### src/rtl/tlb_pkg.sv
package tlb_pkg;

    // Table geometry
    localparam int TLB_NUM = 16;
    localparam int IDX_W   = 4;

    // Field widths
    localparam int ASID_W = 10;
    localparam int VPPN_W = 19;
    localparam int PPN_W  = 20;

    // Page size codes, anything other than 4 KB is a 2 MB page
    localparam int PS_4K = 12;
    localparam int PS_2M = 21;

    localparam logic [1:0] MAT_CC = 2'd1;

    typedef logic [31:0]       va_t;
    typedef logic [31:0]       pa_t;
    typedef logic [VPPN_W-1:0] vppn_t;
    typedef logic [PPN_W-1:0]  ppn_t;
    typedef logic [ASID_W-1:0] asid_t;
    typedef logic [IDX_W-1:0]  tlb_idx_t;
    typedef logic [5:0]        ps_t;
    typedef logic [1:0]        mat_t;

    // Window register: vseg 31..29, pseg 27..25, mat 5..4
    typedef logic [31:0]       dmw_t;

    typedef enum logic [2:0] {
        MOP_WRITE,
        MOP_SEARCH,
        MOP_INV_ALL,
        MOP_INV_ASID,
        MOP_INV_VA
    } maint_op_t;

    typedef enum logic [1:0] {
        MS_IDLE,
        MS_WRITE,
        MS_SWEEP,
        MS_ACK
    } maint_state_t;

    // Translation match of one entry against a VA
    function automatic logic entry_hits_va(input logic e, input logic g, input asid_t asid,
                                           input ps_t ps, input vppn_t vppn,
                                           input asid_t cur_asid, input va_t va);
        logic asid_ok;
        logic page_ok;
        asid_ok = g || (asid == cur_asid);
        if (ps == ps_t'(PS_4K))
            page_ok = (vppn == va[31:PS_4K+1]);
        else
            page_ok = (vppn[VPPN_W-1:PS_2M-12] == va[31:PS_2M+1]);
        return e && asid_ok && page_ok;
    endfunction

endpackage

### src/rtl/tlb_entry_array.sv
`timescale 1ns/1ns

module tlb_entry_array (
    input  logic                          clk,
    input  logic                          rstn,
    input  logic                          wr_en,
    input  tlb_pkg::tlb_idx_t             wr_index,
    input  tlb_pkg::asid_t                wr_asid,
    input  logic                          wr_g,
    input  tlb_pkg::ps_t                  wr_ps,
    input  tlb_pkg::vppn_t                wr_vppn,
    input  logic                          wr_v0,
    input  tlb_pkg::mat_t                 wr_mat0,
    input  tlb_pkg::ppn_t                 wr_ppn0,
    input  logic                          wr_v1,
    input  tlb_pkg::mat_t                 wr_mat1,
    input  tlb_pkg::ppn_t                 wr_ppn1,
    input  logic                          sweep_en,
    input  tlb_pkg::maint_op_t            sweep_op,
    input  tlb_pkg::tlb_idx_t             sweep_index,
    input  tlb_pkg::asid_t                key_asid,
    input  tlb_pkg::vppn_t                key_vppn,
    input  tlb_pkg::asid_t                look_asid,
    input  tlb_pkg::va_t                  look_va,
    input  tlb_pkg::tlb_idx_t             rd_index,
    output logic                          sweep_match,
    output logic [tlb_pkg::TLB_NUM-1:0]   look_hits,
    output tlb_pkg::ps_t                  rd_ps,
    output logic                          rd_v0,
    output tlb_pkg::mat_t                 rd_mat0,
    output tlb_pkg::ppn_t                 rd_ppn0,
    output logic                          rd_v1,
    output tlb_pkg::mat_t                 rd_mat1,
    output tlb_pkg::ppn_t                 rd_ppn1
);
    import tlb_pkg::*;

    logic [TLB_NUM-1:0] ent_e;
    logic [TLB_NUM-1:0] ent_g;
    asid_t              ent_asid [TLB_NUM];
    ps_t                ent_ps   [TLB_NUM];
    vppn_t              ent_vppn [TLB_NUM];
    logic [TLB_NUM-1:0] ent_v0;
    logic [TLB_NUM-1:0] ent_v1;
    mat_t               ent_mat0 [TLB_NUM];
    mat_t               ent_mat1 [TLB_NUM];
    ppn_t               ent_ppn0 [TLB_NUM];
    ppn_t               ent_ppn1 [TLB_NUM];

    logic asid_eq;
    logic vppn_eq;
    logic is_inv;

    // Compare of the entry under the sweep pointer
    assign asid_eq = (ent_asid[sweep_index] == key_asid);
    assign vppn_eq = (ent_vppn[sweep_index] == key_vppn);
    assign is_inv  = (sweep_op == MOP_INV_ALL) || (sweep_op == MOP_INV_ASID) ||
                     (sweep_op == MOP_INV_VA);

    always_comb begin
        case (sweep_op)
            MOP_SEARCH:   sweep_match = ent_e[sweep_index] &&
                                        (ent_g[sweep_index] || asid_eq) && vppn_eq;
            MOP_INV_ALL:  sweep_match = 1'b1;
            MOP_INV_ASID: sweep_match = ent_e[sweep_index] && !ent_g[sweep_index] && asid_eq;
            MOP_INV_VA:   sweep_match = ent_e[sweep_index] && !ent_g[sweep_index] &&
                                        asid_eq && vppn_eq;
            default:      sweep_match = 1'b0;
        endcase
    end

    // Valid bits, set by a write and cleared by an invalidate sweep
    always_ff @(posedge clk or negedge rstn) begin
        if (!rstn) begin
            ent_e <= '0;
        end else if (wr_en) begin
            ent_e[wr_index] <= 1'b1;
        end else if (sweep_en && is_inv && sweep_match) begin
            ent_e[sweep_index] <= 1'b0;
        end
    end

    always_ff @(posedge clk) begin
        if (wr_en) begin
            ent_g[wr_index]    <= wr_g;
            ent_asid[wr_index] <= wr_asid;
            ent_ps[wr_index]   <= wr_ps;
            ent_vppn[wr_index] <= wr_vppn;
            ent_v0[wr_index]   <= wr_v0;
            ent_mat0[wr_index] <= wr_mat0;
            ent_ppn0[wr_index] <= wr_ppn0;
            ent_v1[wr_index]   <= wr_v1;
            ent_mat1[wr_index] <= wr_mat1;
            ent_ppn1[wr_index] <= wr_ppn1;
        end
    end

    // Parallel match for the lookup stage
    for (genvar i = 0; i < TLB_NUM; i++) begin : g_hit
        assign look_hits[i] = entry_hits_va(ent_e[i], ent_g[i], ent_asid[i], ent_ps[i],
                                            ent_vppn[i], look_asid, look_va);
    end

    assign rd_ps   = ent_ps[rd_index];
    assign rd_v0   = ent_v0[rd_index];
    assign rd_mat0 = ent_mat0[rd_index];
    assign rd_ppn0 = ent_ppn0[rd_index];
    assign rd_v1   = ent_v1[rd_index];
    assign rd_mat1 = ent_mat1[rd_index];
    assign rd_ppn1 = ent_ppn1[rd_index];

endmodule

### src/rtl/tlb_lookup.sv
`timescale 1ns/1ns

module tlb_lookup (
    input  logic                          clk,
    input  logic                          rstn,
    input  logic                          flush,
    input  logic                          va_valid,
    input  tlb_pkg::va_t                  va,
    input  logic                          pg,
    input  tlb_pkg::mat_t                 da_mat,
    input  tlb_pkg::dmw_t                 dmw0,
    input  tlb_pkg::dmw_t                 dmw1,
    input  logic [tlb_pkg::TLB_NUM-1:0]   look_hits,
    input  tlb_pkg::ps_t                  rd_ps,
    input  logic                          rd_v0,
    input  tlb_pkg::mat_t                 rd_mat0,
    input  tlb_pkg::ppn_t                 rd_ppn0,
    input  logic                          rd_v1,
    input  tlb_pkg::mat_t                 rd_mat1,
    input  tlb_pkg::ppn_t                 rd_ppn1,
    output tlb_pkg::va_t                  look_va,
    output tlb_pkg::tlb_idx_t             rd_index,
    output logic                          pa_valid,
    output tlb_pkg::pa_t                  pa,
    output logic                          pa_cached,
    output logic                          pa_miss
);
    import tlb_pkg::*;

    logic     s1_valid;
    va_t      s1_va;
    logic     s1_hit;
    tlb_idx_t hit_index;

    logic     page_4k;
    logic     odd;
    logic     half_v;
    mat_t     half_mat;
    ppn_t     half_ppn;
    pa_t      tlb_pa;
    logic     win0_hit;
    logic     win1_hit;
    pa_t      nxt_pa;
    logic     nxt_cached;
    logic     nxt_miss;

    // Entries match against the VA in the request cycle
    assign look_va = va;

    // Lowest hitting index wins
    always_comb begin
        hit_index = '0;
        for (int i = TLB_NUM - 1; i >= 0; i--) begin
            if (look_hits[i])
                hit_index = tlb_idx_t'(i);
        end
    end

    always_ff @(posedge clk or negedge rstn) begin
        if (!rstn)
            s1_valid <= 1'b0;
        else if (flush)
            s1_valid <= 1'b0;
        else
            s1_valid <= va_valid;
    end

    always_ff @(posedge clk) begin
        s1_va    <= va;
        s1_hit   <= |look_hits;
        rd_index <= hit_index;
    end

    // Page half select and PA build from the stored entry
    assign page_4k  = (rd_ps == ps_t'(PS_4K));
    assign odd      = page_4k ? s1_va[PS_4K] : s1_va[PS_2M];
    assign half_v   = odd ? rd_v1 : rd_v0;
    assign half_mat = odd ? rd_mat1 : rd_mat0;
    assign half_ppn = odd ? rd_ppn1 : rd_ppn0;
    assign tlb_pa   = page_4k ? {half_ppn, s1_va[PS_4K-1:0]} :
                                {half_ppn[PPN_W-1:PS_2M-12], s1_va[PS_2M-1:0]};

    assign win0_hit = (s1_va[31:29] == dmw0[31:29]);
    assign win1_hit = (s1_va[31:29] == dmw1[31:29]);

    always_comb begin
        nxt_miss = 1'b0;
        if (!pg) begin
            nxt_pa     = s1_va;
            nxt_cached = (da_mat == MAT_CC);
        end else if (win0_hit) begin
            nxt_pa     = {dmw0[27:25], s1_va[28:0]};
            nxt_cached = (dmw0[5:4] == MAT_CC);
        end else if (win1_hit) begin
            nxt_pa     = {dmw1[27:25], s1_va[28:0]};
            nxt_cached = (dmw1[5:4] == MAT_CC);
        end else if (s1_hit && half_v) begin
            nxt_pa     = tlb_pa;
            nxt_cached = (half_mat == MAT_CC);
        end else begin
            nxt_pa     = '0;
            nxt_cached = 1'b0;
            nxt_miss   = 1'b1;
        end
    end

    always_ff @(posedge clk or negedge rstn) begin
        if (!rstn)
            pa_valid <= 1'b0;
        else if (flush)
            pa_valid <= 1'b0;
        else
            pa_valid <= s1_valid;
    end

    always_ff @(posedge clk) begin
        pa        <= nxt_pa;
        pa_cached <= nxt_cached;
        pa_miss   <= nxt_miss;
    end

endmodule

### src/rtl/tlb_sweep_counter.sv
`timescale 1ns/1ns

module tlb_sweep_counter (
    input  logic              clk,
    input  logic              rstn,
    input  logic              sweep_start,
    input  logic              sweep_step,
    output tlb_pkg::tlb_idx_t sweep_index,
    output logic              sweep_last
);
    import tlb_pkg::*;

    always_ff @(posedge clk or negedge rstn) begin
        if (!rstn)
            sweep_index <= '0;
        else if (sweep_start)
            sweep_index <= '0;
        else if (sweep_step)
            sweep_index <= sweep_index + 1'b1;
    end

    // Final entry of the table
    assign sweep_last = (sweep_index == tlb_idx_t'(TLB_NUM - 1));

endmodule

### src/rtl/tlb_maint_fsm.sv
`timescale 1ns/1ns

module tlb_maint_fsm (
    input  logic               clk,
    input  logic               rstn,
    input  logic               maint_req,
    input  tlb_pkg::maint_op_t maint_op,
    input  tlb_pkg::tlb_idx_t  sweep_index,
    input  logic               sweep_last,
    input  logic               sweep_match,
    output logic               maint_ack,
    output logic               wr_en,
    output logic               sweep_en,
    output logic               sweep_start,
    output logic               sweep_step,
    output logic               srch_hit,
    output tlb_pkg::tlb_idx_t  srch_index
);
    import tlb_pkg::*;

    maint_state_t state;
    logic         is_search;
    logic         sweep_done;

    assign is_search  = (maint_op == MOP_SEARCH);
    // Search stops at the first match, invalidates run to the end
    assign sweep_done = sweep_last || (is_search && sweep_match);

    assign maint_ack   = (state == MS_ACK);
    assign wr_en       = (state == MS_WRITE);
    assign sweep_en    = (state == MS_SWEEP);
    assign sweep_step  = (state == MS_SWEEP);
    assign sweep_start = (state == MS_IDLE) && maint_req && (maint_op != MOP_WRITE);

    always_ff @(posedge clk or negedge rstn) begin
        if (!rstn) begin
            state    <= MS_IDLE;
            srch_hit <= 1'b0;
        end else begin
            case (state)
                MS_IDLE: begin
                    if (maint_req)
                        state <= (maint_op == MOP_WRITE) ? MS_WRITE : MS_SWEEP;
                end
                MS_WRITE: begin
                    state <= MS_ACK;
                end
                MS_SWEEP: begin
                    if (sweep_done) begin
                        state <= MS_ACK;
                        if (is_search)
                            srch_hit <= sweep_match;
                    end
                end
                MS_ACK: begin
                    // Four-phase return, wait for the request to drop
                    if (!maint_req)
                        state <= MS_IDLE;
                end
                default: state <= MS_IDLE;
            endcase
        end
    end

    always_ff @(posedge clk) begin
        if ((state == MS_SWEEP) && is_search && sweep_done)
            srch_index <= sweep_index;
    end

endmodule

### src/rtl/tlb_top.sv
`timescale 1ns/1ns

module tlb_top (
    input  logic               clk,
    input  logic               rstn,
    input  logic               flush,
    input  logic               va_valid,
    input  tlb_pkg::va_t       va,
    input  tlb_pkg::asid_t     asid,
    input  logic               pg,
    input  tlb_pkg::mat_t      da_mat,
    input  tlb_pkg::dmw_t      dmw0,
    input  tlb_pkg::dmw_t      dmw1,
    output logic               pa_valid,
    output tlb_pkg::pa_t       pa,
    output logic               pa_cached,
    output logic               pa_miss,
    input  logic               maint_req,
    input  tlb_pkg::maint_op_t maint_op,
    output logic               maint_ack,
    output logic               srch_hit,
    output tlb_pkg::tlb_idx_t  srch_index,
    input  tlb_pkg::tlb_idx_t  wr_index,
    input  tlb_pkg::asid_t     wr_asid,
    input  logic               wr_g,
    input  tlb_pkg::ps_t       wr_ps,
    input  tlb_pkg::vppn_t     wr_vppn,
    input  logic               wr_v0,
    input  tlb_pkg::mat_t      wr_mat0,
    input  tlb_pkg::ppn_t      wr_ppn0,
    input  logic               wr_v1,
    input  tlb_pkg::mat_t      wr_mat1,
    input  tlb_pkg::ppn_t      wr_ppn1,
    input  tlb_pkg::asid_t     key_asid,
    input  tlb_pkg::vppn_t     key_vppn
);
    import tlb_pkg::*;

    // Lookup side
    va_t                look_va;
    logic [TLB_NUM-1:0] look_hits;
    tlb_idx_t           rd_index;
    ps_t                rd_ps;
    logic               rd_v0;
    mat_t               rd_mat0;
    ppn_t               rd_ppn0;
    logic               rd_v1;
    mat_t               rd_mat1;
    ppn_t               rd_ppn1;

    // Maintenance side
    logic               wr_en;
    logic               sweep_en;
    logic               sweep_start;
    logic               sweep_step;
    tlb_idx_t           sweep_index;
    logic               sweep_last;
    logic               sweep_match;

    tlb_entry_array u_array (
        .clk(clk), .rstn(rstn), .wr_en(wr_en), .wr_index(wr_index),
        .wr_asid(wr_asid), .wr_g(wr_g), .wr_ps(wr_ps), .wr_vppn(wr_vppn),
        .wr_v0(wr_v0), .wr_mat0(wr_mat0), .wr_ppn0(wr_ppn0),
        .wr_v1(wr_v1), .wr_mat1(wr_mat1), .wr_ppn1(wr_ppn1),
        .sweep_en(sweep_en), .sweep_op(maint_op), .sweep_index(sweep_index),
        .key_asid(key_asid), .key_vppn(key_vppn),
        .look_asid(asid), .look_va(look_va), .rd_index(rd_index),
        .sweep_match(sweep_match), .look_hits(look_hits), .rd_ps(rd_ps),
        .rd_v0(rd_v0), .rd_mat0(rd_mat0), .rd_ppn0(rd_ppn0),
        .rd_v1(rd_v1), .rd_mat1(rd_mat1), .rd_ppn1(rd_ppn1)
    );

    tlb_lookup u_lookup (
        .clk(clk), .rstn(rstn), .flush(flush), .va_valid(va_valid), .va(va),
        .pg(pg), .da_mat(da_mat), .dmw0(dmw0), .dmw1(dmw1),
        .look_hits(look_hits), .rd_ps(rd_ps),
        .rd_v0(rd_v0), .rd_mat0(rd_mat0), .rd_ppn0(rd_ppn0),
        .rd_v1(rd_v1), .rd_mat1(rd_mat1), .rd_ppn1(rd_ppn1),
        .look_va(look_va), .rd_index(rd_index),
        .pa_valid(pa_valid), .pa(pa), .pa_cached(pa_cached), .pa_miss(pa_miss)
    );

    tlb_sweep_counter u_counter (
        .clk(clk), .rstn(rstn), .sweep_start(sweep_start), .sweep_step(sweep_step),
        .sweep_index(sweep_index), .sweep_last(sweep_last)
    );

    tlb_maint_fsm u_fsm (
        .clk(clk), .rstn(rstn), .maint_req(maint_req), .maint_op(maint_op),
        .sweep_index(sweep_index), .sweep_last(sweep_last), .sweep_match(sweep_match),
        .maint_ack(maint_ack), .wr_en(wr_en), .sweep_en(sweep_en),
        .sweep_start(sweep_start), .sweep_step(sweep_step),
        .srch_hit(srch_hit), .srch_index(srch_index)
    );

endmodule

### config.mk
export PLATFORM = sky130hd
export DESIGN_NAME = tlb_top
export DESIGN_NICKNAME = d
export VERILOG_FILES = /design/src/rtl/tlb_pkg.sv /design/src/rtl/tlb_entry_array.sv /design/src/rtl/tlb_lookup.sv /design/src/rtl/tlb_sweep_counter.sv /design/src/rtl/tlb_maint_fsm.sv /design/src/rtl/tlb_top.sv
export SDC_FILE = /design/constraint.sdc
export NUM_CORES = 2
export LEC_CHECK = 0
export BUFFER_PORTS_ARGS = -buffer_cell sky130_fd_sc_hd__buf_2
export CAP_MARGIN = 20
export CELL_PAD_IN_SITES_DETAIL_PLACEMENT = 0
export CELL_PAD_IN_SITES_GLOBAL_PLACEMENT = 1
export CORE_ASPECT_RATIO = 1.25
export CORE_MARGIN = 1.5
export CORE_UTILIZATION = 54
export CTS_BUF_LIST = sky130_fd_sc_hd__clkbuf_4 sky130_fd_sc_hd__clkbuf_8 sky130_fd_sc_hd__clkbuf_16
export DETAILED_ROUTE_END_ITERATION = 10
export PLACE_DENSITY = 0.92
export SLEW_MARGIN = 15
export SYNTH_ARGS = -nofsm -noshare
export SYNTH_HDL_FRONTEND = slang
export SYNTH_HIERARCHICAL = 1
export SYNTH_SLANG_ARGS = --single-unit
### constraint.sdc
create_clock -name clk -period 11.84 [get_ports clk]
set_clock_uncertainty 0.2 [all_clocks]
set_input_delay 2.368 -clock clk [delete_from_list [all_inputs] [get_ports clk]]
set_output_delay 2.368 -clock clk [all_outputs]
set_load 0.01 [all_outputs]
==> impl_results.md <==
- Startpoint types: flip-flop
- RSZ-0062 raised after global routing: false
- Syn Area/Cell: 18.5 µm²
- DRT iter0 DRCs: 4309
- Via count: 33.1k
- Least-Margin Pin Slew: 1.16 ns
- Die area: 113000 µm²
- Hpwl dp: 102 mm
- Resize count post-CTS: 0
- Grt ovf: 0
- Worst-path clk slew: 0.06 ns
- Maxcap violations: 0
- DRC: 0
- Routed wire length: 168 mm
- GRT Util Overall: 29.9%
- Clk root buf: clkbuf_16
- Flop2flop setup slack: 6.24 ns
- Clock sinks: 1412
- Final Hold Vio Count: 0
- Average vias per placed instance: 6.57
- Std-Cell Rows: 136
- Routed Antenna Nets: 0
- I/O pins: 273
- Synthesized area: 60100 µm²
- Layout cells sized above 1: 25.2%
- Commonest non-fill, non-tap cell in the layout: edfxtp_1
- First-pass GRT wire length: 238 mm
- Number of CTS-inserted buffers: 136
- Router iterations before antenna repair: 5
- Die height: 376 µm
- Largest net degree at the start of global routing: 153
- Net Sw Frac: 26.1%
- Die Wd: 301 µm
- CP arrival: 5.91 ns
- Lkg Pwr: 21.1 nW
- Final WS setup: 6.24 ns
- Crit-path max FO: 50
- WP data required: 12.16 ns
- PortBufs: 224
- Sw power: 3.06 mW
- Final setup fails: 0
- Syn nets: 3485
- Clock share of power: 36.3%
- Slew headroom: 22.0%
- Clock Tree Buf Depth: 3
- Cells after Synth: 3247
- Worst hold path type: reg2reg
- Post-CTS Setup Bufs: 0
- TritonCTS clock tree: done
- Worst skew pair latency: 0.78 ns
- Final Wtd Congestion: 0.965
- Hold_buf cts: 0
- Status: finished clean
- Internal power: 8.64 mW
- Slew Viols, Final: 0
- Minimum clock period: 5.60 ns
- Synth warnings: 6
- H-tree Lvls: 4
- Most frequent cells in the layout: 1316 x edfxtp_1, 341 x mux4_2, 271 x xnor2_1
- Fin crit share: 47.3%
- Setup TNS Final: 0 ns
- Critical path class: reg2reg
- Combinational share of power: 14.6%
- Core ar.: 110000 µm²
- Critical Path End Type: flip-flop
- # fillers: 7631
- Vias in the first global route: 33.6k
- Nets: 3704
- Power Density: 175 nW/µm²
- Starting Density: 54.5%
- Pre-CTS setup slack: 5.99 ns
- Synth-to-layout area growth: 11.5%
- Max VDD drop: 0.236 mV
- Fmax: 179 MHz
- WL per Instance: 33.4 µm
- Initial antenna violation count: 23
- Reg power frac: 49.1%
-- routing by layer --
metal	up-vias	GRT usage, %	wire (µm)
met5	-	0	78
met4	12	16.8	9740
met3	436	5.40	16500
met2	2199	49.4	84000
met1	17035	37.4	58000
li1	13466	-	-
-- through the flow --
step	instances	cell area [µm²]	power, mW	util, %	hold slack, ns
after global placement	4775	62600	7.49	56.7	0.211
after global routing	5032	67000	12.0	60.8	0.259
final	5043	67000	11.7	60.8	0.242
after floorplan	3247	60100	6.95	-	0.201
after CTS	5025	67000	11.7	60.7	0.236
after detailed placement	4776	62600	7.52	56.8	0.222
-- path summary, 6_finish.rpt --
kind	cells past startpoint	end	startpoint
setup / recovery	8	u_lookup/pa[19]$_DFF_P_	u_lookup/rd_index[0]$_SDFF_PP0_
hold / removal	1	u_lookup/pa[0]$_DFF_P_	u_lookup/s1_va[0]$_DFF_P_
setup reg to reg	8	u_lookup/pa[19]$_DFF_P_	u_lookup/rd_index[0]$_SDFF_PP0_
hold reg to reg	1	u_lookup/pa[0]$_DFF_P_	u_lookup/s1_va[0]$_DFF_P_
max in group asynchronous	1	u_counter/sweep_index[0]$_DFFE_PN0P_	rstn
min in group asynchronous	1	u_array/ent_e[15]$_DFFE_PN0P_	rstn
-- registers in the layout, summed over array words and instances, names as in the netlist --
| name | flops |
|---|---|
| u_array/ent_asid | 160 |
| u_array/ent_e | 16 |
| u_array/ent_g | 16 |
| u_array/ent_mat0 | 32 |
| u_array/ent_mat1 | 32 |
| u_array/ent_ppn0 | 320 |
| u_array/ent_ppn1 | 320 |
| u_array/ent_ps | 96 |
| u_array/ent_v0 | 16 |
| u_array/ent_v1 | 16 |
| u_array/ent_vppn | 304 |
| u_counter/sweep_index | 4 |
| u_fsm/srch_hit | 1 |
| u_fsm/srch_index | 4 |
| u_fsm/state | 2 |
| u_lookup/pa | 32 |
| u_lookup/pa_cached | 1 |
| u_lookup/pa_miss | 1 |
| u_lookup/pa_valid | 1 |
| u_lookup/rd_index | 4 |
| u_lookup/s1_hit | 1 |
| u_lookup/s1_va | 32 |
| u_lookup/s1_valid | 1 |
-- area by class of cell --
class,instances,area (µm²),share of cell area (%)
clock buffers,185,3850,5.75
diodes,17,42.5,0.0635
inverters,23,86.3,0.129
clock inverters,64,515,0.769
well taps,1449,1810,2.71
repair buffers,276,1580,2.36
multi-input cells,1617,17500,26.2
flip-flops and latches,1412,41600,62.1
-- critical path, cell delays in order, from the launching register on --
cell	delay, ns
dfxtp_4	0.57
buf_4	0.82
buf_4	0.89
buf_4	0.87
mux4_2	0.64
mux4_2	0.54
nor2b_1	0.21
a21oi_1	0.16
o21ai_0	0.30
-- power groups by stage --
stage | Clock, mW | Sequential (mW) | Combinational [mW]
after CTS | 4.29 | 5.75 | 1.68
final | 4.25 | 5.75 | 1.71
after floorplan | 0 | 5.79 | 1.16
after global routing | 4.46 | 5.76 | 1.77
after detailed placement | 0 | 5.85 | 1.67
after global placement | 0 | 5.84 | 1.66
No activity file was read; power rests on OpenSTA's default activity.
